File: config.mk
export PLATFORM = sky130hd
export DESIGN_NAME = interval_timer
export DESIGN_NICKNAME = d
export VERILOG_FILES = /design/src/rtl/soc_pkg.sv /design/src/rtl/interval_timer.sv
export VERILOG_INCLUDE_DIRS = /design/src /design/src/rtl
export SDC_FILE = /design/constraint.sdc
export NUM_CORES = 1
export LEC_CHECK = 0
export BUFFER_PORTS_ARGS = -buffer_cell sky130_fd_sc_hd__buf_4
export CAP_MARGIN = 20
export CORE_UTILIZATION = 59
export CTS_BUF_LIST = sky130_fd_sc_hd__clkbuf_8
export DETAILED_ROUTE_END_ITERATION = 12
export PLACE_DENSITY = 0.91
export SYNTH_ARGS = -nofsm -noshare
export SYNTH_HDL_FRONTEND = slang
export SYNTH_SLANG_ARGS = --single-unit
export TNS_END_PERCENT = 50
File: constraint.sdc
create_clock -name clk -period 3.55 [get_ports clk]
set_input_delay 0.71 -clock clk [delete_from_list [all_inputs] [get_ports clk]]
set_output_delay 0.71 -clock clk [all_outputs]
set_load 0.02 [all_outputs]
File: src/rtl/soc_params.svh
`ifndef SOC_PARAMS_SVH
`define SOC_PARAMS_SVH

// I/O port map, byte addresses on the data bus
`define LEDS_PORT       16'hfffe
`define BIOS_CTRL_PORT  16'hffec
`define TIMER_PORT      16'hffee
`define IRQ_PORT_BASE   16'hfff4   // Mask at +0, pending/vector at +2

// Upper six address bits of the BIOS shadow window (FC000-FFFFF)
`define BIOS_BASE       6'b111111

// RAM depths in 16-bit words
`define MAIN_RAM_WORDS  4096
`define BIOS_RAM_WORDS  8192

`define NUM_LEDS        8

// Clocks per timer tick
`define TIMER_PRESCALE  4

`endif

File: src/rtl/soc_pkg.sv
package soc_pkg;

    // One bus request, held by the master until ack
    typedef struct packed {
        logic [19:1] addr;      // Word address
        logic [15:0] wdata;
        logic        wr_en;
        logic [1:0]  bytesel;   // Bit 1 high byte, bit 0 low byte
        logic        access;
    } bus_req_t;

    // One bus response, zero outside the ack cycle
    typedef struct packed {
        logic [15:0] rdata;
        logic        ack;
    } bus_rsp_t;

    // Peripheral selects from the I/O decode
    typedef struct packed {
        logic leds;
        logic bios_ctrl;
        logic timer;
        logic irq;
        logic dflt;             // Unmapped port
    } io_sel_t;

endpackage

File: src/rtl/interval_timer.sv
`include "soc_params.svh"

module interval_timer import soc_pkg::*; (
    input  logic     clk,
    input  logic     rst,
    input  bus_req_t req,
    input  logic     sel,
    output bus_rsp_t rsp,
    output logic     timer_intr
);

    localparam int PRESCALE = `TIMER_PRESCALE;
    localparam int PW       = $clog2(PRESCALE + 1);

    logic [15:0]   reload;
    logic [15:0]   count;
    logic [PW-1:0] pre_cnt;
    logic          tick;
    logic          wr;
    logic          ack;
    logic [15:0]   rd_q;

    assign wr   = sel && req.access && req.wr_en && !ack;
    assign tick = (pre_cnt == PW'(PRESCALE - 1));

    always_ff @(posedge clk) begin
        if (rst) begin
            ack        <= 1'b0;
            reload     <= '0;
            count      <= '0;
            pre_cnt    <= '0;
            timer_intr <= 1'b0;
        end else begin
            ack        <= sel && req.access && !ack;
            timer_intr <= 1'b0;
            if (wr) begin
                reload  <= req.wdata;
                count   <= req.wdata;
                pre_cnt <= '0;      // Restart the prescaler
            end else if (reload != '0) begin
                pre_cnt <= tick ? '0 : pre_cnt + 1'b1;
                if (tick) begin
                    if (count <= 16'd1) begin
                        count      <= reload;
                        timer_intr <= 1'b1;
                    end else begin
                        count <= count - 1'b1;
                    end
                end
            end
        end
    end

    always_ff @(posedge clk) begin
        rd_q <= count;
    end

    assign rsp.rdata = ack ? rd_q : '0;
    assign rsp.ack   = ack;

endmodule

After elaboration in Yosys (flattened, before gate mapping)
Index checks and enable logic that the tools add are counted.
{"block": "classes", "order_cmp": 1, "n_eq_ne": 1, "n_addsub": 2, "reduce_logical": 11, "n_bitwise": 2, "mux": 7}
{"cell": "$mux W16", "count": 5}
{"cell": "$le A16 B1 Y1 const B", "count": 1}
{"cell": "$reduce_bool A16 Y1", "count": 1}
{"cell": "$sub A16 B1 Y16 const B", "count": 1}
{"cell": "$logic_and A1 B1 Y1", "count": 4}
{"cell": "$reduce_bool A2 Y1", "count": 2}
{"cell": "$reduce_or A4 Y1", "count": 1}
{"cell": "$add A3 B1 Y3 const B", "count": 1}
{"cell": "$eq A3 B2 Y1 const B", "count": 1}
{"cell": "$mux W3", "count": 1}
{"cell": "$not A1 Y1", "count": 2}
{"cell": "$reduce_and A2 Y1", "count": 1}
{"cell": "$reduce_or A2 Y1", "count": 1}
{"cell": "$logic_not A1 Y1", "count": 1}
{"cell": "$mux W1", "count": 1}
{"block": "word_totals", "regBits": 53}

Logic depth before layout (Yosys ltp)
{"block": "depth", "ltp_word": 5, "depth_mapped": 8, "ltp_nobuf": 7}

Least setup slack after synthesis
Ideal clock, no wire load.
{"block": "synth_timing", "path_kind": "register to register", "from": "register count[0]", "to": "register count[14]", "setup_ns": 0.134, "n_path_buf": 1, "t_arrival_ns": 1.814, "path_stages_with_launch": 9, "slack_ns": 1.602, "required_ns": 3.416, "path_cell_list": "dfxtp_1 -> clkbuf_1 -> inv_1 -> ha_1 -> nor4b_2 -> and4b_1 -> o2bb2a_1 -> o22ai_1 -> a211oi_1"}
{"block": "synth_via", "elab_chain_cells": 5}
{"element": "start: declaration", "line": "interval_timer.sv:16", "rtl": "logic [15:0] count;"}
{"element": "start signal: assignment", "line": "interval_timer.sv:38", "rtl": "count <= req.wdata;"}
{"element": "start signal: assignment", "line": "interval_timer.sv:44", "rtl": "count <= reload;"}
{"element": "start signal: assignment", "line": "interval_timer.sv:47", "rtl": "count <= count - 1'b1;"}
{"element": "$sub A16 B1 Y16 / $le A16 B1 Y1 (equally long branches)", "line": "interval_timer.sv:47, interval_timer.sv:43"}
{"element": "$mux W16 *", "line": "interval_timer.sv:43", "rtl": "if (count <= 16'd1) begin"}
{"element": "$mux W16 *", "line": "interval_timer.sv:42", "rtl": "if (tick) begin"}
{"element": "$mux W16 *", "line": "interval_timer.sv:40", "rtl": "end else if (reload != '0) begin"}
{"element": "$mux W16 *", "line": "interval_timer.sv:36", "rtl": "if (wr) begin"}
Mark *: on every way between the ends. The rest lies on a longest branch, timed or not. The select of a mux whose other input is x is not followed.
A chain may end at the register's enable or synchronous reset.

Final worst setup path
{"block": "layout_timing", "from": "register count[5]", "to": "register count[15]"}
The elaborated chain is that of the path after synthesis.

==> results.md <==
- Worst Reg-to-Reg Cells: 5
- Relative slew slack: between 40% and 50%
- GPL Wtd Cong: 0.865
- Die ar.: roughly 4400 µm²
- Initial antenna violation count: 0
- Syn avg cell area: between 8 and 9 µm²
- Max Cap Viol: 0
- Nets: ~360
- CTS buffer count: 5
- ANT nets after route: 0
- Setup violations, final: 0
- GRT Total Usage: ~28%
- Hold EP: rd_q[15]$_DFF_P_
- Iter 0 DRT Violations: 225
- Dpl ws: 1.19 ns
- Port Buffers: 38
- Tightest Hold Check Type: register to register
- Minimum clock period: approximately 2.5 ns
- Sum of negative setup slack: 0 ns
- Crit path max-delay cell type: nand2_1
- Dpl cell area: ~2700 µm²
- Core Area: between 4000 and 5000 µm²
- Finished Cell Area: between 2000 and 3000 µm²
- Setup Crit Path Kind: register to register
- Vias in the first global route: roughly 2,100
- Drt pass-1 iters: 5
- Area of the multi-input gates: between 1000 and 1500 µm²
- Syn Inst Count: approximately 290
- PwrDens: between 400 and 500 nW/µm²
- WP data required: 3.76 ns
- Worst-Margin Slew: roughly 0.77 ns
- Root Buffer: clkbuf_8
- Syn_nets: around 330
- Worst hold slack: approximately 0.42 ns
- Pin count of the biggest net entering global routing: 35
- Clk_lat worst skew: slightly above 0.3 ns
- Clock Sinks: 53
- Synthesized cell area: approximately 2500 µm²
- Top-level port count: 60
- Combinational group share of total power: about a quarter
- Int Pwr: 895 µW
- Hold path depth: 0
- CP Max Fanout: 23
- Drc violations: 0
- Post-synth EDFFs: 0
- WP buf/inv: 0
- Post-Place Cells: 359
- Cts hold-fix bufs: 0
- Post-synthesis sequential area ratio: 43.1%
- Leading post-synthesis cells by cell area: dfxtp_1 43%, nand2_1 6.4%, and2_1 4.6%, a211oi_1 4.3%, a21oi_1 4.3%
- Width of the die: approximately 67 µm
- FFs w/ async S/R, synth: 0%
- Synth top area share: 43.1%
- Hold Startpoint: count[15]$_SDFFE_PP0P_
- Grt ovf: 0
- Core Rows: 23
- Slew Limit Fails: 0
- Switching share of power: 31.5%
- Peak Freq: 397 MHz
- NetSw: between 400 and 500 µW
- Tcrit/Tclk final: a little under three quarters
- Crit-path max cell delay: 0.58 ns
- Cell count along the critical path: 5
- Post-detailed-routing wire length: roughly 5.8 mm
- Crit path capture type: register
- RSZ-0062 raised after global routing: no
- Post-DP HPWL: about 3.9 mm
- Worst r2r src: count[5]$_SDFFE_PP0P_
- Post-CTS setup buffer count: 0
- Worst-path clk slew: ~0.09 ns
- Startpoint types: register
- Final hold vios: 0
- CTS tree: yes
- Yosys Warn Count: 0
- Share of layout cells above drive strength 1: between 15 and 20%
- Area growth from synthesis to final layout: 14.7%
- Critical path's top delay family: simple AND/OR/NAND/NOR gates
- Critical path, cell by cell: nor4_4, nand2_1, nor2_2, o211ai_1, a211oi_1
- Flop and latch count out of synthesis: 53
- Clk pwr share: 25.0%
- Unique masters post-synth: 45
- Worst flop-to-flop path endpoint: count[15]$_SDFFE_PP0P_
- R2R setup slack: around 1.0 ns
- Worst Clk Skew: approximately 0.007 ns
- Via count: between 2,000 and 2,500
- P_leak: ~1.1 nW
- Chip Height: around 67 µm
- CTS HTree Levels: 2
- Yosys top cell by area: dfxtp_1
- Main synth FF type: dfxtp_1
- CP startpoint: count[5]$_SDFFE_PP0P_
- Wire per inst: roughly 16 µm
- Reg power frac: about 51%
- Ant diodes: 0
- First-pass GRT wire length: 9.49 mm
- Via-to-Cell Ratio: between 6 and 7
- Total of fill cells in the finished design: 320
- Min setup slack post-route: 1.03 ns
- Initial Util: about three fifths
- Status: finished clean
- Arrival time at the worst endpoint: between 2 and 3 ns
- Seq. cell area: between 1000 and 1500 µm²
- Peak supply drop: 276 µV
- Cts repair resizes: 0
- Clock buffer depth: 2
- Final Non-Filler Cells: around 370
-- worst reg2reg max path: stages, from the launching register on --
cell and delay, ns:
dfxtp_1 0.41, nor4_4 0.53, nand2_1 0.58, nor2_2 0.45, o211ai_1 0.16, a211oi_1 0.29
-- registers in the layout, indices dropped and copies added, names as in the netlist --
signal and flops:
timer_intr 1, rd_q 16, reload 16, count 16
ack 1, pre_cnt 3
-- per-layer routing --
metal  up-vias  track usage, %  wire [µm]  part of all wire (%)
met3        16            6.85        502                   8.7
met2       109            42.0       2720                    47
li1       1103               -          -                     -
met4         0            14.4        120                   2.1
met5         -               0          0                     0
met1      1040            37.8       2440                    42
-- worst max-delay path by stage --
stage | end | slack [ns]
after floorplan | count[14]$_SDFFE_PP0P_ | 1.60
after global placement | count[0]$_SDFFE_PP0P_ | 1.23
after detailed placement | count[6]$_SDFFE_PP0P_ | 1.19
after CTS | count[15]$_SDFFE_PP0P_ | 1.12
after global routing | count[15]$_SDFFE_PP0P_ | 0.83
final | count[15]$_SDFFE_PP0P_ | 1.03
-- logic make-up (layout without fill, tap and decap cells) --
logic type | count (synthesis) | count (layout) | synth area share, %
DFF | 53 | 53 | 43.1
AOI/OAI and AO/OA | 80 | 80 | 22.2
muxes | 1 | 1 | 0.407
buffers and inverters | 28 | 57 | 4.93
xor gates and xnor gates | 3 | 3 | 1.07
and+or+nand+nor | 120 | 120 | 26.7
adders and majority gates | 3 | 3 | 1.53
-- synth_stat cells (3+ instances only) --
library cell  number
o32a_1             3
or3_1              3
o31a_1             5
nor4_1             7
nand3_1            3
dfxtp_1           53
nor3_1            10
buf_2              4
nand2_1           42
a31oi_1            3
nor2_1            14
a211oi_1          14
o21ai_0           11
o22ai_1           11
xnor2_1            3
ha_1               3
nand2b_1           4
nand4_1            5
and2_1            18
inv_1              9
clkbuf_1          11
a21oi_1           21
-- cells in the final DEF, fill, tap and decap left out, types with 3 or more instances in the layout --
cell type / Yosys / final
o21ai_0: 11 / 11
nor2_1: 14 / 14
dfxtp_1: 53 / 53
o32a_1: 3 / 3
ha_1: 3 / 3
inv_1: 9 / 9
nand2b_1: 4 / 4
nor3_1: 10 / 10
or3_1: 3 / 3
nand4_1: 5 / 5
and2_1: 18 / 18
a21oi_1: 21 / 21
o22ai_1: 11 / 11
nor4_1: 7 / 7
o31a_1: 5 / 5
nand2_1: 42 / 42
a31oi_1: 3 / 3
clkbuf_8: 0 / 5
nand3_1: 3 / 3
xnor2_1: 3 / 3
buf_4: 1 / 40
a211oi_1: 14 / 14
-- stage by stage --
step                total power [mW]  util, %
CTS                             1.30     70.5
finish                          1.31     70.5
detailed placement             0.980     68.4
floorplan                      0.912        -
global route                    1.37     70.5
global placement               0.969     68.4
-- power by group through the flow --
stage	clock [mW]	sequential, mW	combinational (mW)
2_1_floorplan	0	0.668	0.244
3_3_place_gp	0	0.677	0.292
3_5_place_dp	0	0.680	0.300
4_1_cts	0.333	0.666	0.305
5_1_grt	0.356	0.672	0.342
6_report	0.327	0.667	0.313
-- area by class of cell --
cell class	count	area share [%]
timing repair buffer	40	10.6
sequential	53	37.6
tap	50	2.22
clock inverter	3	0.621
clock buffer	5	2.44
multi-input combinational	207	45.3
inverter	9	1.20
Note: power is estimated with default switching activity, not from simulation.
