--- src/rtl/soc_params.svh ---
`ifndef SOC_PARAMS_SVH
`define SOC_PARAMS_SVH

// I/O port map, byte addresses on the data bus
`define LEDS_PORT       16'hfffe
`define BIOS_CTRL_PORT  16'hffec
`define TIMER_PORT      16'hffee
`define IRQ_PORT_BASE   16'hfff4   // Mask at +0, pending/vector at +2

// Upper six address bits of the BIOS shadow window (FC000-FFFFF)
`define BIOS_BASE       6'b111111

// RAM depths in 16-bit words
`define MAIN_RAM_WORDS  4096
`define BIOS_RAM_WORDS  8192

`define NUM_LEDS        8

// Clocks per timer tick
`define TIMER_PRESCALE  4

`endif

--- src/rtl/soc_pkg.sv ---
package soc_pkg;

    // One bus request, held by the master until ack
    typedef struct packed {
        logic [19:1] addr;      // Word address
        logic [15:0] wdata;
        logic        wr_en;
        logic [1:0]  bytesel;   // Bit 1 high byte, bit 0 low byte
        logic        access;
    } bus_req_t;

    // One bus response, zero outside the ack cycle
    typedef struct packed {
        logic [15:0] rdata;
        logic        ack;
    } bus_rsp_t;

    // Peripheral selects from the I/O decode
    typedef struct packed {
        logic leds;
        logic bios_ctrl;
        logic timer;
        logic irq;
        logic dflt;             // Unmapped port
    } io_sel_t;

endpackage

--- src/rtl/irq_controller.sv ---
module irq_controller import soc_pkg::*; (
    input  logic       clk,
    input  logic       rst,
    input  bus_req_t   req,
    input  logic       sel,
    output bus_rsp_t   rsp,
    input  logic [7:0] intr_in,
    output logic       intr,
    output logic [2:0] irq_vector
);

    logic [7:0]  pending;
    logic [7:0]  mask;
    logic [7:0]  active;
    logic [7:0]  clear;
    logic        wr;
    logic        ack;
    logic [15:0] rd_q;

    // addr[1] picks the pending/vector port over the mask port
    assign wr    = sel && req.access && req.wr_en && !ack;
    assign clear = (wr && req.addr[1]) ? req.wdata[7:0] : 8'h00;

    always_ff @(posedge clk) begin
        if (rst) begin
            ack     <= 1'b0;
            pending <= '0;
            mask    <= '0;
        end else begin
            ack     <= sel && req.access && !ack;
            pending <= (pending & ~clear) | intr_in;
            if (wr && !req.addr[1]) begin
                mask <= req.wdata[7:0];
            end
        end
    end

    assign active = pending & mask;
    assign intr   = |active;

    // Lowest pending line wins
    always_comb begin
        irq_vector = 3'd0;
        for (int i = 7; i >= 0; i--) begin
            if (active[i]) begin
                irq_vector = 3'(i);
            end
        end
    end

    always_ff @(posedge clk) begin
        rd_q <= req.addr[1] ? {5'b0, irq_vector, pending} : {8'b0, mask};
    end

    assign rsp.rdata = ack ? rd_q : '0;
    assign rsp.ack   = ack;

endmodule

--- config.mk ---
export PLATFORM = sky130hd
export DESIGN_NAME = irq_controller
export DESIGN_NICKNAME = d
export VERILOG_FILES = /design/src/rtl/soc_params.svh /design/src/rtl/soc_pkg.sv /design/src/rtl/irq_controller.sv
export SDC_FILE = /design/constraint.sdc
export NUM_CORES = 1
export LEC_CHECK = 0
export ABC_AREA = 1
export BUFFER_PORTS_ARGS = -buffer_cell sky130_fd_sc_hd__buf_2
export CELL_PAD_IN_SITES_DETAIL_PLACEMENT = 1
export CELL_PAD_IN_SITES_GLOBAL_PLACEMENT = 1
export CORE_MARGIN = 3
export CORE_UTILIZATION = 28
export DETAILED_ROUTE_END_ITERATION = 16
export GPL_TIMING_DRIVEN = 0
export HOLD_SLACK_MARGIN = 0.05
export PLACE_DENSITY_LB_ADDON = 0.1
export SYNTH_ARGS = -nofsm -noshare
export SYNTH_HDL_FRONTEND = slang
export SYNTH_SLANG_ARGS = --single-unit
export TNS_END_PERCENT = 1
--- constraint.sdc ---
create_clock -name clk -period 1.5 [get_ports clk]
set_input_delay 0.3 -clock clk [delete_from_list [all_inputs] [get_ports clk]]
set_output_delay 0.3 -clock clk [all_outputs]
set_load 0.02 [all_outputs]
**Word-level counts from Yosys, hierarchy flattened**

Index checks and enable logic that the tools add are counted.

- Output and inout bits: 21
- Flip-flop bits (word level): 33
- Bits of input ports: 50
- Logic and storage cells: 29

- Reduce and logical (&&, ||, !) cells: 9
- Mux-type cells: 11
- Bitwise logic cells: 4

Operators with widths:

| operator | count |
|---|---|
| 3-bit 2-to-1 mux | 8 |
| 8-bit bitwise AND | 2 |
| 16-bit 2-to-1 mux | 1 |
| 8-bit 2-to-1 mux | 2 |
| 8-bit NOT | 1 |
| 8-bit bitwise OR | 1 |
| 8-bit OR reduction | 1 |
| 1-bit logical AND | 6 |
| 1-bit logical NOT | 2 |

**Depth between registers and ports, before layout**

Gate-level depths: netlist of run 1.

- Word-level depth: 9
- Mapped depth: 10
- Depth with buffers taken out: 10

**Worst setup path after synthesis of run 1**

Ideal clock, no wire load.

- Kind: flip-flop to output port
- Start point: register ack
- End point: output rsp[10] (netlist name)
- Arrival: 0.898 ns
- Cell stages (with the launch flop): 4
- Buffers on the path: 1
- Setup slack: 0.302 ns
- Data required time: 1.200 ns
- Path through: dfxtp_1 clkbuf_1 nand2_1 inv_1

RTL lines:

| element | line | RTL |
|---|---|---|
| from (decl) | irq_controller.sv:17 | `logic ack;` |
| from (signal assigned) | irq_controller.sv:30 | `ack <= sel && req.access && !ack;` |
| to (decl) | irq_controller.sv:6 | `output bus_rsp_t rsp,` |

**Worst setup path after layout of run 1**

- Start point: register pending[6]
- End point: output irq_vector[1]

- Cells in the longest elaborated chain, start to end: 8

RTL lines:

| element | line | RTL |
|---|---|---|
| from (decl) | irq_controller.sv:12 | `logic [7:0] pending;` |
| from (signal assigned) | irq_controller.sv:31 | `pending <= (pending & ~clear) \| intr_in;` |
| 8-bit bitwise AND | irq_controller.sv:38 | `assign active = pending & mask;` |
| 3-bit 2-to-1 mux (7 in series) | irq_controller.sv:45 | `if (active[i]) begin` |
| to (decl) | irq_controller.sv:9 | `output logic [2:0] irq_vector` |

No other way between the ends.

==> key figures, run 1 <==
Power and ir drop
  – Worst VDD drop: 0.0003294 V
  – Leak Pwr: 0.8907 nW
  – P per Cell Area: 904.9 nW/um^2

Worst setup path
  – Setup crit start kind: register
  – Cell repeated most along the worst path: nand2_1
  – Slowest stage delay, CP: 340 ps
  – CP max-delay cell: dfxtp_2
  – Critical path type: register to primary output
  – Cell Chain, Critical Path: nand2_1 -> nand2_1 -> a31o_2 -> nand2_1 -> inv_1 -> buf_2
  – Worst Path Required: 1200 ps
  – Flop2flop setup slack: 160 ps
  – Crit-path max FO: 2
  – CP Capture Type: primary output
  – Arrival time at the worst endpoint: 1290 ps

Logic synthesis
  – Primary FF master, synth: dfxtp_1
  – Largest family of logic cells by synthesized area: simple AND/OR/NAND/NOR gates
  – Synth Cell Area: 1220 um^2
  – Cells after synthesis: 176
  – Ys Warns: 0
  – Post-Synth Adder-Cell Area: 0%
  – Flops & latches, synth: 28
  – Syn avg cell area: 6.931 um^2
  – Unique masters post-synth: 18
  – Post-Synth XOR/XNOR Area: 0%
  – Async SR Flop Fraction: 0%
  – Synth top cells by count: 72 x nand2_1, 28 x dfxtp_1, 18 x inv_1, 16 x a21oi_1, 13 x nor2_1
  – Seq/Total Area, Yosys: 45.95%
  – Dominant cell type by area after synthesis: dfxtp_1
  – Post-Synth Simple-Gate Area: 33.95%
  – Compound-gate portion of the synthesized area: 7.282%
  – Dominant cells by area after synthesis: dfxtp_1 46%, nand2_1 22%, a21oi_1 6.6%
  – Mux cell area share after synthesis: 0%
  – Most numerous cell in the Yosys netlist: nand2_1
  – Post-synth EDFFs: 0
  – Synth top area share: 45.95%

Run status
  – Status: finished with violations
  – Failing checks: negative setup slack

Min path
  – Hold Crit Class: primary input to register

Timing
  – Fin. Hold Viols: 0
  – Final period util: 105.9%
  – Final Setup Violations: 3
  – RSZ-0062 raised after global routing: yes
  – Max Freq: 629.5 MHz
  – Final Worst Setup Slack: -88.60 ps
  – Skew final: 1.486 ps
  – Final slew viol count: 0
  – Minimum clock period after layout: 1589 ps

Layout
  – Fraction of layout cells with a size suffix above 1: 32.29%
  – Ant diodes: 0
  – Nets: 274
  – Area of the multi-input gates: 536.8 um^2
  – P&R area growth vs syn: 31.90%
  – Final Core Density: 39.10%
  – FILL cells: 554
  – Fin cells: 273
  – Register area: 575.6 um^2

Drt
  – Vias: 1204
  – Vias per cell: 4.410
  – WL/cell: 12.11 um
  – Wirelength, routed: 3305 um
  – DRT iter0 DRCs: 25
  – DRC violations left: 0
  – Antenna viol nets, final: 0
  – Drt first pass iters: 4

Placed design
  – Placed Cells: 264
  – Hpwl dp: 2664 um
  – Final Wtd Congestion: 0.7367
  – PortBufs: 34

Floorplan
  – Core area: 4115 um^2
  – IO Pins: 71
  – Die Y: 72.01 um
  – FP Rows: 23
  – DIE AREA: 5185 um^2
  – Initial core utilization: 29.64%
  – Die Width: 72.01 um

Clocking
  – CTS tree: built
  – Num CTS Buffers: 3
  – H-tree Lvls: 1
  – Clock root cell: clkbuf_8
  – Clk slew on worst S/H paths: 90 ps
  – Sink Count: 28
  – CTS Buffer Depth: 2
  – Worst skew pair latency: 270 ps

Global routing
  – Vias in the first global route: 1207
  – Initial antenna violation count: 0
  – Global-route wire length before repair: 5582 um
  – Largest net degree at the start of global routing: 16
  – Gr ovfl total: 0
  – Global Route Usage Sum: 13.64%

Job
  – Max-cap viol count: 0
## sequential cells by signal, indices dropped and copies added, names as in the netlist
register  count
mask          8
ack           1
rd_q         11
pending       8
## final timing paths
path                         startpoint                     to  cells past startpoint
setup / recovery  pending[6]$_SDFF_PP0_          irq_vector[1]                      6
hold reg to reg    mask[5]$_SDFFE_PP0P_        rd_q[5]$_DFF_P_                      2
hold / removal               intr_in[1]  pending[1]$_SDFF_PP0_                      3
setup reg to reg         ack$_SDFF_PP0_   mask[1]$_SDFFE_PP0P_                      5
## routing by layer
metal	vias up	track usage (%)	routed length [um]
met1	545	16.47	1446
met5	-	0	0
met3	5	2.493	169
li1	626	-	-
met4	0	4.384	40
met2	28	24.39	1648
## report_power, final
part	total [mW]	leakage (nW)	internal [mW]	switching, mW
sequential	0.804	0.234	0.780	0.0233
combinational	0.182	0.628	0.0749	0.107
clock	0.470	0.0288	0.235	0.235
## cell usage in the layout, fill, tap and decap left out, types with 2 or more instances in the layout
cell | netlist | routed
buf_4 | 6 | 12
dfxtp_1 | 28 | 18
dfxtp_2 | 0 | 9
nand4_1 | 8 | 8
inv_2 | 1 | 3
buf_2 | 1 | 33
nand2_2 | 0 | 2
clkbuf_1 | 5 | 4
nand2_1 | 72 | 70
clkbuf_8 | 0 | 5
inv_1 | 18 | 16
nor2_1 | 13 | 11
conb_1 | 1 | 5
a21oi_1 | 16 | 16
## critical path: cells and delay by family, from the launching register on
family | cells | cell delay (ps)
flip-flops | 1 | 340
AND/OR/NAND/NOR | 3 | 270
AO/OA/AOI/OAI | 1 | 220
buffers and inverters | 2 | 190
## per-stage QoR
stage / setup WS [ps] / power, mW / cell area [um^2] / hold WS (ps) / TNS [ps]
2_1_floorplan: 301.7 / 0.9208 / 1235 / 417.4 / 0
3_3_place_gp: 94.86 / 0.9776 / 1468 / 460.3 / 0
3_5_place_dp: 12.05 / 0.9866 / 1468 / 468.4 / 0
4_1_cts: -88.72 / 1.468 / 1583 / 223.1 / -197.6
5_1_grt: -185.5 / 1.526 / 1609 / 226.7 / -544.3
6_report: -88.60 / 1.456 / 1609 / 225.6 / -188.0
## cell families after synthesis
logic type / count (synthesis)
compound gates: 17
buf+inv: 33
flops: 28
other cells: 1
simple gates: 97
## what timing repair did
action	CTS	global route
hold buffers	0	0
pin swaps	2	3
endpoints found under the setup margin	14	18
buffers inserted	3	2
resized for setup	18	6
## area by class of cell
| type | instances | area share (%) |
|---|---|---|
| inverter | 20 | 4.977 |
| multi-input combinational | 119 | 33.36 |
| buffer | 13 | 5.132 |
| clock buffer | 4 | 3.421 |
| sequential | 28 | 35.77 |
| tap | 50 | 3.888 |
| timing repair buffer | 39 | 13.45 |
Power figures use the tool's default switching activity.
==> run 2: changes to the inputs <==
CAP_MARGIN = 10   (was not set)
CTS_BUF_LIST = sky130_fd_sc_hd__clkbuf_16   (was not set)
PLACE_DENSITY = 0.86   (was not set)
PLACE_DENSITY_LB_ADDON = not set   (was 0.1)
==> run 2 against run 1 <==
  * The run still ends with negative setup slack left
  * Total power is 21% higher
  * Hold slack better by 16 ps
  * Clock skew is 0.82 ps higher
  * Register-to-register slack hardly changed
  * Die area stayed put
  * Clock-buffer cell count is 1 lower
  * Clock power is 67% higher
  * Largest cell class unchanged
  * Highest routed layer unchanged
==> key figures, run 2 (synthesis results as in run 1) <==
Run status
  – Status: finished with violations
  – Failing checks: negative setup slack

Timing
  – Fin. Hold Viols: 0 (unchanged)
  – Final period util: 106.7% (+0.78 points)
  – Max Freq: 624.9 MHz (-0.73%)
  – Minimum clock period after layout: 1600 ps (+11.74 ps)
  – Skew final: 2.309 ps (+0.8224 ps)
  – Final slew viol count: 0 (unchanged)
  – Final Worst Setup Slack: -100.3 ps (-11.74 ps)
  – Final Setup Violations: 2 (-1)
  – RSZ-0062 raised after global routing: yes
  – Hold_ws: 241.5 ps (+15.92 ps)

Global routing
  – Vias in the first global route: 1120 (-7.2%)
  – Initial antenna violation count: 0 (unchanged)
  – Largest net degree at the start of global routing: 17 (+1)
  – Global Route Usage Sum: 12.36% (-1.3 points)
  – Gr ovfl total: 0 (unchanged)
  – Global-route wire length before repair: 5057 um (-9.4%)

Drt
  – Drt first pass iters: 4 (unchanged)
  – DRT met1 WL: 1460 um (+0.97%)
  – Top layer in use: met4
  – Met2 routed WL: 1458 um (-12%)
  – Vias per cell: 4.419 (+0.19%)
  – DRC violations left: 0 (unchanged)
  – Antenna viol nets, final: 0 (unchanged)
  – WL/cell: 11.59 um (-4.2%)
  – Met3 WL: 153 um (-9.5%)
  – Wirelength, routed: 3130 um (-5.3%)
  – Vias: 1193 (-0.91%)
  – DRT iter0 DRCs: 26 (+4.0%)

Worst setup path
  – Slowest stage delay, CP: 350 ps (about the same)
  – CP Buf/Inv Count: 2 (unchanged)
  – CP max-delay cell: dfxtp_2
  – Critical path type: register to primary output
  – Cell Chain, Critical Path: nand2_2 -> nand2_2 -> nand2_2 -> nand2_1 -> nand2_1 -> nand2_1 -> nand2_1 -> nand2_2 -> inv_2 -> buf_6
  – Arrival time at the worst endpoint: 1300 ps (about the same)
  – CP Capture Type: primary output
  – Top delay family on crit path: simple AND/OR/NAND/NOR gates
  – Setup crit start kind: register
  – Worst Path Required: 1200 ps (about the same)
  – Crit-path max FO: 3 (+1)

Layout
  – P&R area growth vs syn: 35.59%
  – Largest Register: rd_q
  – Commonest non-fill, non-tap cell in the layout: nand2_1
  – Final Core Density: 40.19% (+1.1 points)
  – Nets: 271 (-1.1%)
  – Ant diodes: 0 (unchanged)
  – Fraction of layout cells with a size suffix above 1: 37.27% (+5.0 points)
  – Commonest cells after routing, fill and taps aside: 60 x nand2_1, 32 x buf_2, 16 x inv_1, 16 x a21oi_1, 15 x dfxtp_1
  – Fin cells: 270 (-1.1%)
  – Largest regs: rd_q (11), mask (8), pending (8)
  – Max FFs per register: 11 (unchanged)

Clocking
  – Sink Count: 28 (unchanged)
  – CTS tree: built
  – Num CTS Buffers: 3 (unchanged)
  – Clk slew on worst S/H paths: 70 ps (-20 ps)
  – H-tree Lvls: 1 (unchanged)
  – CTS Buffer Depth: 2 (unchanged)
  – Worst skew pair latency: 260 ps (about the same)
  – Clock root cell: clkbuf_16

Floorplan
  – IO Pins: 71 (unchanged)
  – Core area: 4115 um^2 (unchanged)
  – FP Rows: 23 (unchanged)
  – Die Width: 72.01 um (unchanged)
  – Die Y: 72.01 um (unchanged)
  – DIE AREA: 5185 um^2 (unchanged)
  – Initial core utilization: 29.64% (unchanged)

Min path
  – Hold Crit Class: primary input to register

Job
  – Max-cap viol count: 0 (unchanged)

Power and ir drop
  – P per Cell Area: 1069 nW/um^2 (+18%)
  – Worst VDD drop: 0.0003775 V (+15%)
  – Leak Pwr: 0.9007 nW (+1.1%)

Placed design
  – PortBufs: 34 (unchanged)
  – Hpwl dp: 2536 um (-4.8%)
  – Placed Cells: 264 (unchanged)
  – Final Wtd Congestion: 0.7985 (+8.4%)
## run 2: cell count changes in the layout (fill, tap and decap cells not counted), sizes merged
cell	previous run	this run
clkbuf	9	7
bufinv	0	1
buf	47	45
## run 2: power by group
group | total, mW | internal (mW) | leakage [nW] | switching [mW]
combinational | 0.175 | 0.0697 | 0.615 | 0.105
clock | 0.785 | 0.531 | 0.0511 | 0.253
sequential | 0.809 | 0.783 | 0.235 | 0.0261
## run 2: metrics by stage
| step | instance area [um^2] | power, mW | setup TNS [ps] | worst slack, ps |
|---|---|---|---|---|
| 2_1_floorplan | 1235 | 0.9208 | 0 | 301.7 |
| 5_1_grt | 1654 | 1.842 | -365.1 | -191.6 |
| 4_1_cts | 1633 | 1.788 | -115.7 | -43.52 |
| 6_report | 1654 | 1.768 | -137.8 | -100.3 |
| 3_3_place_gp | 1468 | 0.9784 | 0 | 82.59 |
| 3_5_place_dp | 1468 | 0.9856 | 0 | 13.39 |
## run 2: layout make-up
| type | count | area (um^2) |
|---|---|---|
| Sequential cell | 28 | 576.8 |
| Clock buffer | 3 | 75.07 |
| Timing Repair Buffer | 36 | 196.4 |
| Clock inverter | 1 | 30.03 |
| Inverter | 20 | 80.08 |
| Tap cell | 50 | 62.56 |
| Buffer | 13 | 76.32 |
| Multi-Input combinational cell | 119 | 556.8 |
| Fill cell | 540 | 2461 |
## run 2: layer usage
layer / up-vias / global-route usage [%]
li1: 627 / -
met1: 527 / 15.66
met2: 34 / 20.71
met3: 5 / 1.801
met4: 0 / 5.637
met5: - / 0
## run 2: repair_timing
item                       4_1_cts  5_1_grt
hold buffers                     0        0
resized for setup               23       13
setup endpoints to repair       14       15
setup buffers                    2        0
pin swaps                        2        5
## run 2: worst reg2reg max path, stage by stage (launching register included)
cell      delay (ps)
dfxtp_2          360
nor3_4           360
nand3_4          220
clkinv_4         130
nand2_1           60
a21oi_1          130
## run 2: final timing paths
check	from	slack (ps)	depth (start not counted)	endpoint
worst min register to register	pending[5]$_SDFF_PP0_	470	2	rd_q[5]$_DFF_P_
worst max register to register	ack$_SDFF_PP0_	160	5	mask[2]$_SDFFE_PP0P_
worst max-delay path	pending[6]$_SDFF_PP0_	-100	10	irq_vector[0]
worst min-delay path	intr_in[3]	240	3	pending[3]$_SDFF_PP0_
