<file path="config.mk">
export PLATFORM = sky130hd
export DESIGN_NAME = system_registers
export DESIGN_NICKNAME = d
export VERILOG_FILES = /design/src/rtl/soc_pkg.sv /design/src/rtl/system_registers.sv
export VERILOG_INCLUDE_DIRS = /design/src /design/src/rtl
export SDC_FILE = /design/constraint.sdc
export NUM_CORES = 1
export LEC_CHECK = 0
export BUFFER_PORTS_ARGS = -buffer_cell sky130_fd_sc_hd__buf_2
export CAP_MARGIN = 40
export CORE_ASPECT_RATIO = 1.4
export CORE_MARGIN = 4
export CORE_UTILIZATION = 36
export CTS_CLUSTER_DIAMETER = 80
export DETAILED_ROUTE_END_ITERATION = 10
export PLACE_DENSITY = 0.77
export SYNTH_ARGS = -nofsm -noshare
export SYNTH_HDL_FRONTEND = slang
export SYNTH_SLANG_ARGS = --single-unit
</file>
<file path="constraint.sdc">
create_clock -name clk -period 1.25 [get_ports clk]
set_input_delay 0.25 -clock clk [delete_from_list [all_inputs] [get_ports clk]]
set_output_delay 0.25 -clock clk [all_outputs]
set_load 0.02 [all_outputs]
</file>
<file path="src/rtl/soc_params.svh">
`ifndef SOC_PARAMS_SVH
`define SOC_PARAMS_SVH

// I/O port map, byte addresses on the data bus
`define LEDS_PORT       16'hfffe
`define BIOS_CTRL_PORT  16'hffec
`define TIMER_PORT      16'hffee
`define IRQ_PORT_BASE   16'hfff4   // Mask at +0, pending/vector at +2

// Upper six address bits of the BIOS shadow window (FC000-FFFFF)
`define BIOS_BASE       6'b111111

// RAM depths in 16-bit words
`define MAIN_RAM_WORDS  4096
`define BIOS_RAM_WORDS  8192

`define NUM_LEDS        8

// Clocks per timer tick
`define TIMER_PRESCALE  4

`endif

</file>
<file path="src/rtl/soc_pkg.sv">
package soc_pkg;

    // One bus request, held by the master until ack
    typedef struct packed {
        logic [19:1] addr;      // Word address
        logic [15:0] wdata;
        logic        wr_en;
        logic [1:0]  bytesel;   // Bit 1 high byte, bit 0 low byte
        logic        access;
    } bus_req_t;

    // One bus response, zero outside the ack cycle
    typedef struct packed {
        logic [15:0] rdata;
        logic        ack;
    } bus_rsp_t;

    // Peripheral selects from the I/O decode
    typedef struct packed {
        logic leds;
        logic bios_ctrl;
        logic timer;
        logic irq;
        logic dflt;             // Unmapped port
    } io_sel_t;

endpackage

</file>
<file path="src/rtl/system_registers.sv">
`include "soc_params.svh"

module system_registers import soc_pkg::*; (
    input  logic                 clk,
    input  logic                 rst,
    input  bus_req_t             req,
    input  logic                 sel_leds,
    input  logic                 sel_bios,
    output bus_rsp_t             rsp,
    output logic [`NUM_LEDS-1:0] leds,
    output logic                 bios_enabled
);

    logic        ack;
    logic        wr_leds;
    logic        wr_bios;
    logic [15:0] rd_q;

    assign wr_leds = sel_leds && req.access && req.wr_en && req.bytesel[0] && !ack;
    assign wr_bios = sel_bios && req.access && req.wr_en && req.bytesel[0] && !ack;

    always_ff @(posedge clk) begin
        if (rst) begin
            ack          <= 1'b0;
            leds         <= '0;
            bios_enabled <= 1'b1;
        end else begin
            ack <= (sel_leds || sel_bios) && req.access && !ack;
            if (wr_leds) begin
                leds <= req.wdata[`NUM_LEDS-1:0];
            end
            // Once cleared the shadow stays off until reset
            if (wr_bios) begin
                bios_enabled <= bios_enabled & req.wdata[0];
            end
        end
    end

    always_ff @(posedge clk) begin
        rd_q <= sel_leds ? 16'(leds) : {15'b0, bios_enabled};
    end

    assign rsp.rdata = ack ? rd_q : '0;
    assign rsp.ack   = ack;

endmodule

</file>
# --- Word-level counts from Yosys, hierarchy flattened ---
# Index checks and enable logic that the tools add are counted.
classes:
  muxes: 2
  bitwise_logic: 1
  n_reduce_logical: 12
ops:
  columns: ["operator", "count"]
  rows:
  - ["16-bit two-way mux", 1]
  - ["1-bit logical AND", 10]
  - ["1-bit AND", 1]
  - ["1-bit zero test", 1]
  - ["1-bit logical OR", 1]
  - ["1-bit two-way mux", 1]
totals:
  reg_bits: 26
  wordCells: 20

# --- Depth between registers and ports, before layout ---
# Gate-level depths: netlist of run 1.
depth:
  ltp_word: 4
  depth_mapped: 4
  mapped_depth_nobuf: 3

# --- Least setup slack after synthesis of run 1 ---
# Ideal clock, no wire load.
synth_timing:
  path_type: "reg2reg"
  startpoint: "reg ack"
  endpoint: "reg leds[0]"
  setup_time_ps: 72
  arrival_time_ps: 996
  setup_slack_ps: 183
  path_stages_with_launch: 5
  path_buffers: 1
  period_less_slack_ps: 1067
  cell_sequence: "dfxtp_1 -> nor2b_2 -> and4_4 -> buf_6 -> mux2i_1"
synth_between:
  elab_chain_len: 2
synth_rtl:
  columns: ["element", "line_no", "rtl"]
  rows:
  - ["start: declaration", "system_registers.sv:14", "logic ack;"]
  - ["start signal: assignment", "system_registers.sv:28", "ack <= (sel_leds || sel_bios) && req.access && !ack;"]
  - ["1-bit zero test", "system_registers.sv:19", "assign wr_leds = sel_leds && req.access && req.wr_en && req.bytesel[0] && !ack;"]
  - ["1-bit logical AND", "system_registers.sv:19", null]
  - ["end signal: assignment", "system_registers.sv:30", "leds <= req.wdata[`NUM_LEDS-1:0];"]
  - ["end: declaration", "system_registers.sv:10", "output logic [`NUM_LEDS-1:0] leds,"]
# No other way between the ends.
# A chain may end at the register's enable or synchronous reset.

==> results.yml, run 1 <==
timing:
  post-route-period-util_pct: 98.0
  grt_setup_unrepaired: "true"
  hold_violations: 0
  clock_skew_ns: 0.00337
  min_period_ns: 1.22
  fin_tns_setup_ns: 0
  fmax_ghz: 0.816
  maxSlewViolCount: 0
  setup_viol: 0
worst_setup_path:
  slowest_stage: "dfxtp_4"
  end_kind: "output pin"
  path_class: "flip-flop to output pin"
  arrival_ns: 0.97
  crit_chain: "and2_2 > buf_2"
  crit_fanout: 10
  critPathLaunchType: "flip-flop"
  cpPeakStageDelay_ns: 0.38
  cp.required_ns: 1.00
global_route:
  grt_overflow: 0
  grt_pass1_wl_um: 2080
  antenna_found_initial: 0
  grt_max_degree: 19
  track_usage_pct: 9.20
  grt_pass1_vias: 529
yosys:
  synth_top_cell_by_area: "dfxtp_1"
  synth_xor_area_share_pct: 0
  synth_top_family_by_area: "simple AND/OR/NAND/NOR gates"
  synthMuxAreaShare_pct: 11.6
  synth_simple_gate_area_share_pct: 30.4
  synth_ff_type: "dfxtp_1"
  synth_top_area_share_pct: 45.6
  synth_cell_type_count: 17
  synth-edff-count: 0
  syn_area_per_cell_sq_um: 10.3
  synthArstFlopShare_pct: 0
  ys_seq_area_share_pct: 45.6
  ys_warn_count: 0
  synth_seq_cells: 18
  synth_area_leaders: "dfxtp_1, nand2b_1, mux2i_1"
  synth_compound_area_share_pct: 1.58
  synthAdderAreaFrac_pct: 0
  syn_area_sq_um: 791
  syn_inst: 77
detailed_routing:
  wire_per_inst_um: 9.80
  drc: 0
  finalWirelength_um: 1270
  drt_iter0_drc: 19
  detail-route-antenna-nets: 0
  vias_per_cell: 4.35
  route.vias.total: 565
  drt_first_pass_iters: 4
cells_and_area:
  area_growth_pct: 23.9
  antennaDiodeCount: 0
  final_cell_mix: "buf_2, dfxtp_1, nand2b_1"
  fin_area_sq_um: 980
  mostFrequentLayoutCell: "buf_2"
  drive_gt1_share_pct: 44.0
  nets: 153
clocking:
  cts_sinks: 18
  htree_levels: 1
  cts_setup_buffers: 0
  cts-root-buf: "clkbuf_4"
  clk_pin_slew_ns: 0.09
  cts_hold_buf: 0
  clkLatencyLatePin_ns: 0.28
  cts_resized: 2
  tritoncts: "yes"
  clk_path_buf_depth: 2
  numCtsBuffers: 3
floorplanning:
  core_sq_um: 2020
  rows: 19
  die_h_um: 63.5
  pin_count: 69
  start_util_pct: 39.1
  die_width_um: 47.6
  die_area_sq_um: 3020
hold_path:
  hold_class: "input pin to flip-flop"
pwr:
  p_per_area_nw_per_um2: 1060
  leakage_nw: 0.465
  vdd_drop_max_mv: 0.893
place:
  globalplace.congestion: 0.720
  place_area_sq_um: 921
  port_buffers: 32
run_status:
  status: "completed"
flow_run:
  maxCapViolations: 0
[sequential cells by signal (all words and copies together), names as in the netlist]
name,count
ack,1
bios_enabled,1
leds,8
rd_q,8
[through the flow]
step	setup slack (ns)	std cells	util, %	power, mW	hold slack (ns)
finish	0.0250	130	48.5	1.04	0.216
CTS	0.00893	130	47.6	1.05	0.206
detailed placement	0.0910	126	45.6	0.718	0.460
global placement	0.128	126	45.6	0.714	0.453
floorplan	0.183	84	-	0.699	0.377
global route	-0.0196	130	48.5	1.09	0.223
[power breakdown]
| part | leakage [nW] | total (mW) | switching, mW | internal (mW) |
|---|---|---|---|---|
| combinational | 0.297 | 0.112 | 0.0644 | 0.0477 |
| clock | 0.0210 | 0.337 | 0.160 | 0.177 |
| sequential | 0.147 | 0.593 | 0.00830 | 0.585 |
[synthesized netlist by cell type (7+ instances only)]
| cell | count |
|---|---|
| nand2b_1 | 16 |
| and2_2 | 8 |
| dfxtp_1 | 18 |
| and2_1 | 7 |
| buf_4 | 9 |
| mux2i_1 | 8 |
[worst paths after layout]
kind / from / to / slack, ns / cells after the start
max: ack / rsp[3] / 0.03 / 2
min: req[5] / leds[1] / 0.22 / 3
max reg2reg: ack / leds[6] / 0.12 / 3
min reg2reg: bios_enabled / bios_enabled / 0.48 / 1
[cell families after synthesis]
group | count (synthesis)
flip-flops | 18
other | 1
AO/OA/AOI/OAI | 2
multiplexers | 9
buffers and inverters | 11
AND/OR/NAND/NOR | 36
[layout make-up]
class                           count  area, sq um
Timing Repair Buffer               32          179
Tap cell                           21         26.3
Multi-Input combinational cell     55          374
Fill cell                         190         1040
Sequential cell                    18          364
Clock buffer                        4         36.3
[critical path: cells and delay by family (launching register included)]
family | cells | cell delay (ns)
and+or+nand+nor | 1 | 0.17
buffers and inverters | 1 | 0.15
DFF | 1 | 0.38
[routing by layer]
layer / track usage (%) / routed length [um]
met5: 0 / 0
met1: 10.9 / 497
met3: 2.56 / 144
met4: 4.04 / 10
met2: 14.8 / 621
No activity file was read; power rests on OpenSTA's default activity.
==> inputs of run 2 (changes only) <==
- ABC_AREA: not set -> 1
- CELL_PAD_IN_SITES_DETAIL_PLACEMENT: not set -> 0
- CELL_PAD_IN_SITES_GLOBAL_PLACEMENT: not set -> 1
- CORE_UTILIZATION: 36 -> 24
- PLACE_DENSITY: 0.77 -> not set
- PLACE_DENSITY_LB_ADDON: not set -> 0.1
==> run 2 against run 1 <==
  * Clock-buffer cell count is 1 lower
  * Final cell count increased by 43%
  * Core utilization fell by 18 points
  * First-iteration DRC count shrank 68%
  * Setup slack improved by 0.068 ns
  * Synthesized cell count grew 48%
  * Synthesized area rose by 5.1%
  * Maximum frequency up 5.9%
  * Global-route usage is 1.2 points lower
  * Clock skew hardly changed
  * Power is 9.9% higher
  * Combinational power increased by 34%
  * Largest cell class is now flip-flops and latches
==> results.yml, run 2 <==
run_status:
  status: "completed"
clocking:
  htree_levels: 1
  clkLatencyLatePin_ns: 0.25
  cts_sinks: 18
  clk_pin_slew_ns: 0.07
  tritoncts: "yes"
  numCtsBuffers: 3
  cts-root-buf: "clkbuf_8"
  cts_hold_buf: 0
  clk_path_buf_depth: 2
timing:
  maxSlewViolCount: 0
  grt_setup_unrepaired: "false"
  fin_tns_setup_ns: 0
  clock_skew_ns: 0.00332
  post-route-period-util_pct: 92.5
  fmax_ghz: 0.865
  min_period_ns: 1.16
  setup_viol: 0
  hold_violations: 0
yosys:
  syn_area_sq_um: 831
  synth_ff_type: "dfxtp_1"
  ys_warn_count: 0
  syn_inst: 114
  syn_area_per_cell_sq_um: 7.29
  synth_cell_type_count: 18
  synth_area_leaders: "dfxtp_1, nand2_1, inv_1"
  synth_common_cells: "nand2_1, inv_1, dfxtp_1"
  synth_top_area_share_pct: 43.4
  synth-edff-count: 0
  ys_seq_area_share_pct: 43.4
  synthArstFlopShare_pct: 0
  synth_seq_cells: 18
  yosysMostFrequentCell: "nand2_1"
  synth_top_cell_by_area: "dfxtp_1"
global_route:
  grt_max_degree: 13
  grt_pass1_wl_um: 2820
  track_usage_pct: 8.00
  grt_pass1_vias: 637
  grt_overflow: 0
  antenna_found_initial: 0
worst_setup_path:
  crit_fanout: 10
  critPathLaunchType: "flip-flop"
  end_kind: "output pin"
  arrival_ns: 0.91
  cp.required_ns: 1.00
  path_class: "flip-flop to output pin"
detailed_routing:
  route.vias.total: 703
  detail-route-antenna-nets: 0
  finalWirelength_um: 1710
  drt_iter0_drc: 6
  wire_per_inst_um: 9.21
  drt_first_pass_iters: 4
  drc: 0
  vias_per_cell: 3.78
pwr:
  p_comb_share_pct: 13.1
  p_total_mw: 1.14
  pwr-share-clk_pct: 34.2
  internal_power_mw: 0.854
  vdd_drop_max_mv: 0.471
  pwr-share-seq_pct: 52.7
  switching_power_mw: 0.291
  leakage_nw: 0.659
  p_per_area_nw_per_um2: 1110
  sw_frac_of_total_pct: 25.4
place:
  dp_cells: 182
  place_area_sq_um: 981
  globalplace.congestion: 0.648
  dp_hpwl_um: 1410
  port_buffers: 32
floorplanning:
  start_util_pct: 24.8
  core_sq_um: 3350
  die_area_sq_um: 4480
  pin_count: 69
  rows: 25
  die_h_um: 77.6
  die_width_um: 57.7
cells_and_area:
  nets: 191
  area_growth_pct: 24.4
  fin_area_sq_um: 1030
  instances_no_fill: 186
  antennaDiodeCount: 0
  drive_gt1_share_pct: 30.8
  final_cell_mix: "buf_2, nand2_1, inv_1"
  final_core_util_pct: 30.9
  largestRegisters: "leds x8, rd_q x8"
  mostFrequentLayoutCell: "buf_2"
flow_run:
  maxCapViolations: 0
hold_path:
  hold_class: "input pin to flip-flop"
==> run 2: final timing paths <==
path | from | to | slack, ns | cells past startpoint
setup / recovery | ack | rsp[5] | 0.09 | 3
hold / removal | rst | ack | 0.17 | 2
setup reg to reg | ack | leds[5] | 0.16 | 6
hold reg to reg | leds[5] | rd_q[5] | 0.45 | 2
==> run 2: cell type report <==
| cell class | instances | area [sq um] |
|---|---|---|
| Clock buffer | 3 | 41.3 |
| Fill cell | 389 | 2310 |
| Inverter | 26 | 97.6 |
| Multi-Input combinational cell | 66 | 313 |
| Sequential cell | 18 | 364 |
| Tap cell | 40 | 50.0 |
| Timing Repair Buffer | 33 | 168 |
==> run 2: worst max-delay path: stages, from the launching register on <==
cell     delay (ns)
dfxtp_4        0.40
nand2_1        0.06
inv_1          0.05
buf_2          0.15
==> run 2: stage by stage <==
step	setup WS, ns	hold WS, ns
floorplan	0.326	0.327
global placement	0.0936	0.434
detailed placement	0.0682	0.436
CTS	0.0349	0.162
global route	0.0347	0.165
finish	0.0933	0.166
==> run 2: layer usage <==
layer / track usage, % / share of wire, % / vias to the layer above
met2: 13.3 / 46 / 31
met3: 1.83 / 8.5 / 4
met4: 4.18 / 2.2 / 0
met1: 9.28 / 43 / 290
li1: - / - / 378
met5: 0 / 0 / -
==> run 2: cell families after synthesis <==
kind of cell	Yosys count	share of synthesized area [%]
other cells	1	0.451
buf+inv	37	22.1
simple gates	55	31.5
compound gates	2	1.20
mux	1	1.36
flops	18	43.4
==> run 2: timing repair <==
action | 4_1_cts | 5_1_grt
setup buffers | 0 | 1
resized for setup | 2 | 0
endpoints found under the setup margin | 9 | 2
gates cloned | 0 | 0
==> run 2: power groups by stage <==
stage               clock network, mW  registers (mW)  logic [mW]
floorplan                           0           0.623       0.118
global placement                    0           0.619       0.146
detailed placement                  0           0.619       0.147
CTS                             0.410           0.605       0.148
global route                    0.431           0.605       0.169
finish                          0.392           0.603       0.150
==> inputs of run 3 (changes only) <==
- CORE_ASPECT_RATIO: 1.4 -> 1.75
==> run 3 against run 2 <==
  * Final cell count increased by 3.2%
  * Sequential power about the same
  * Register-to-register slack better by 0.12 ns
  * Global-route usage is 0.59 points higher
  * Worst hold slack better by 0.018 ns
  * Critical path depth did not move
  * Clock skew shrank 0.0016 ns
  * Die area increased by 0.53%
  * Setup slack worse by 0.024 ns
  * Sequential share of layout area decreased by 0.83 points
  * Largest power group unchanged
==> results.yml, run 3 (synthesis gave the netlist of run 2 again) <==
run_status:
  status: "completed"
timing:
  fin_hold_ws_ns: 0.184
  setup_viol: 0
  min_period_ns: 1.18
  post-route-period-util_pct: 94.4
  clock_skew_ns: 0.00173
  fin_tns_setup_ns: 0
  maxSlewViolCount: 0
  grt_setup_unrepaired: "false"
  fmax_ghz: 0.847
  finalWorstSetupSlack_ns: 0.0695
  hold_violations: 0
pwr:
  vdd_drop_max_mv: 0.512
  p_per_area_nw_per_um2: 1150
  p_total_mw: 1.22
  leakage_nw: 0.665
cells_and_area:
  multi_input_area_sq_um: 313
  drive_gt1_share_pct: 31.3
  largestRegisters: "leds x8, rd_q x8"
  area_growth_pct: 27.4
  instances_no_fill: 192
  mostFrequentLayoutCell: "buf_2"
  nets: 191
  fill_cells: 397
  antennaDiodeCount: 0
  final_cell_mix: "buf_2, nand2_1, inv_1"
  seqCellArea_sq_um: 364
worst_setup_path:
  cp.required_ns: 1.00
  end_kind: "output pin"
  arrival_ns: 0.93
  crit_fanout: 12
  critPathLaunchType: "flip-flop"
  path_class: "flip-flop to output pin"
place:
  dp_cells: 188
  port_buffers: 32
  dp_hpwl_um: 1480
  post-place-ws_ns: 0.0844
  globalplace.congestion: 0.710
floorplanning:
  die_h_um: 85.8
  rows: 28
  core_sq_um: 3360
  die_width_um: 52.5
  pin_count: 69
  die_area_sq_um: 4500
  start_util_pct: 24.7
clocking:
  tritoncts: "yes"
  clkLatencyLatePin_ns: 0.25
  clk_path_buf_depth: 2
  cts_sinks: 18
  numCtsBuffers: 3
  cts_hold_buf: 0
  htree_levels: 1
  clk_pin_slew_ns: 0.07
  cts-root-buf: "clkbuf_8"
  cts_setup_buffers: 0
detailed_routing:
  route.vias.total: 699
  wire_per_inst_um: 9.15
  drt_iter0_drc: 3
  drt_first_pass_iters: 2
  vias_per_cell: 3.64
  detail-route-antenna-nets: 0
  finalWirelength_um: 1760
  drc: 0
hold_path:
  hold_class: "input pin to flip-flop"
global_route:
  grt_overflow: 0
  grt_pass1_wl_um: 2900
  antenna_found_initial: 0
  grt_max_degree: 13
  grt_pass1_vias: 698
  track_usage_pct: 8.59
flow_run:
  maxCapViolations: 0
-- run 3: changes by cell type in the layout (fill, tap and decap cells not counted) --
cell,before,now
buf_2,32,30
buf_4,1,3
clkbuf_8,3,4
-- run 3: metrics by stage --
stage | utilization (%) | area (sq um)
after floorplan | - | 857
after global placement | 29.6 | 995
after detailed placement | 29.6 | 995
after CTS | 31.3 | 1050
after global routing | 31.5 | 1060
final | 31.5 | 1060
-- run 3: final timing paths --
check	startpoint	to	slack (ns)	cells past startpoint
worst min-delay path	rst	ack	0.18	2
worst min register to register	leds[2]	rd_q[2]	0.44	2
worst max-delay path	ack	rsp[1]	0.07	3
worst max register to register	ack	leds[5]	0.28	5
-- run 3: layout make-up --
type	count	area share (%)
timing repair buffer	33	16.3
clock buffer	4	5.20
tap	45	5.32
inverter	26	9.22
sequential	18	34.4
multi-input combinational	66	29.6
-- run 3: report_power, final --
part | switching [mW] | internal [mW] | total, mW
Combinational | 0.0994 | 0.0502 | 0.150
Clock | 0.189 | 0.279 | 0.469
Sequential | 0.0141 | 0.590 | 0.604
Total | 0.303 | 0.920 | 1.22
-- run 3: what timing repair did --
item | 4_1_cts | 5_1_grt
gates cloned | 0 | 0
endpoints found under the hold margin | 0 | 0
setup endpoints to repair | 9 | 2
resized for setup | 2 | 2
-- run 3: critical path, stage by stage, from the launching register on --
cell and delay, ns:
dfxtp_4 0.42, nand2_1 0.06, inv_1 0.05, buf_2 0.15
-- run 3: routing by layer --
| layer | track usage [%] | part of all wire (%) | vias to the layer above |
|---|---|---|---|
| li1 | - | - | 380 |
| met3 | 0.696 | 4.6 | 2 |
| met4 | 6.28 | 2.3 | 0 |
| met1 | 8.69 | 39 | 297 |
| met5 | 0 | 0 | - |
| met2 | 15.5 | 54 | 20 |
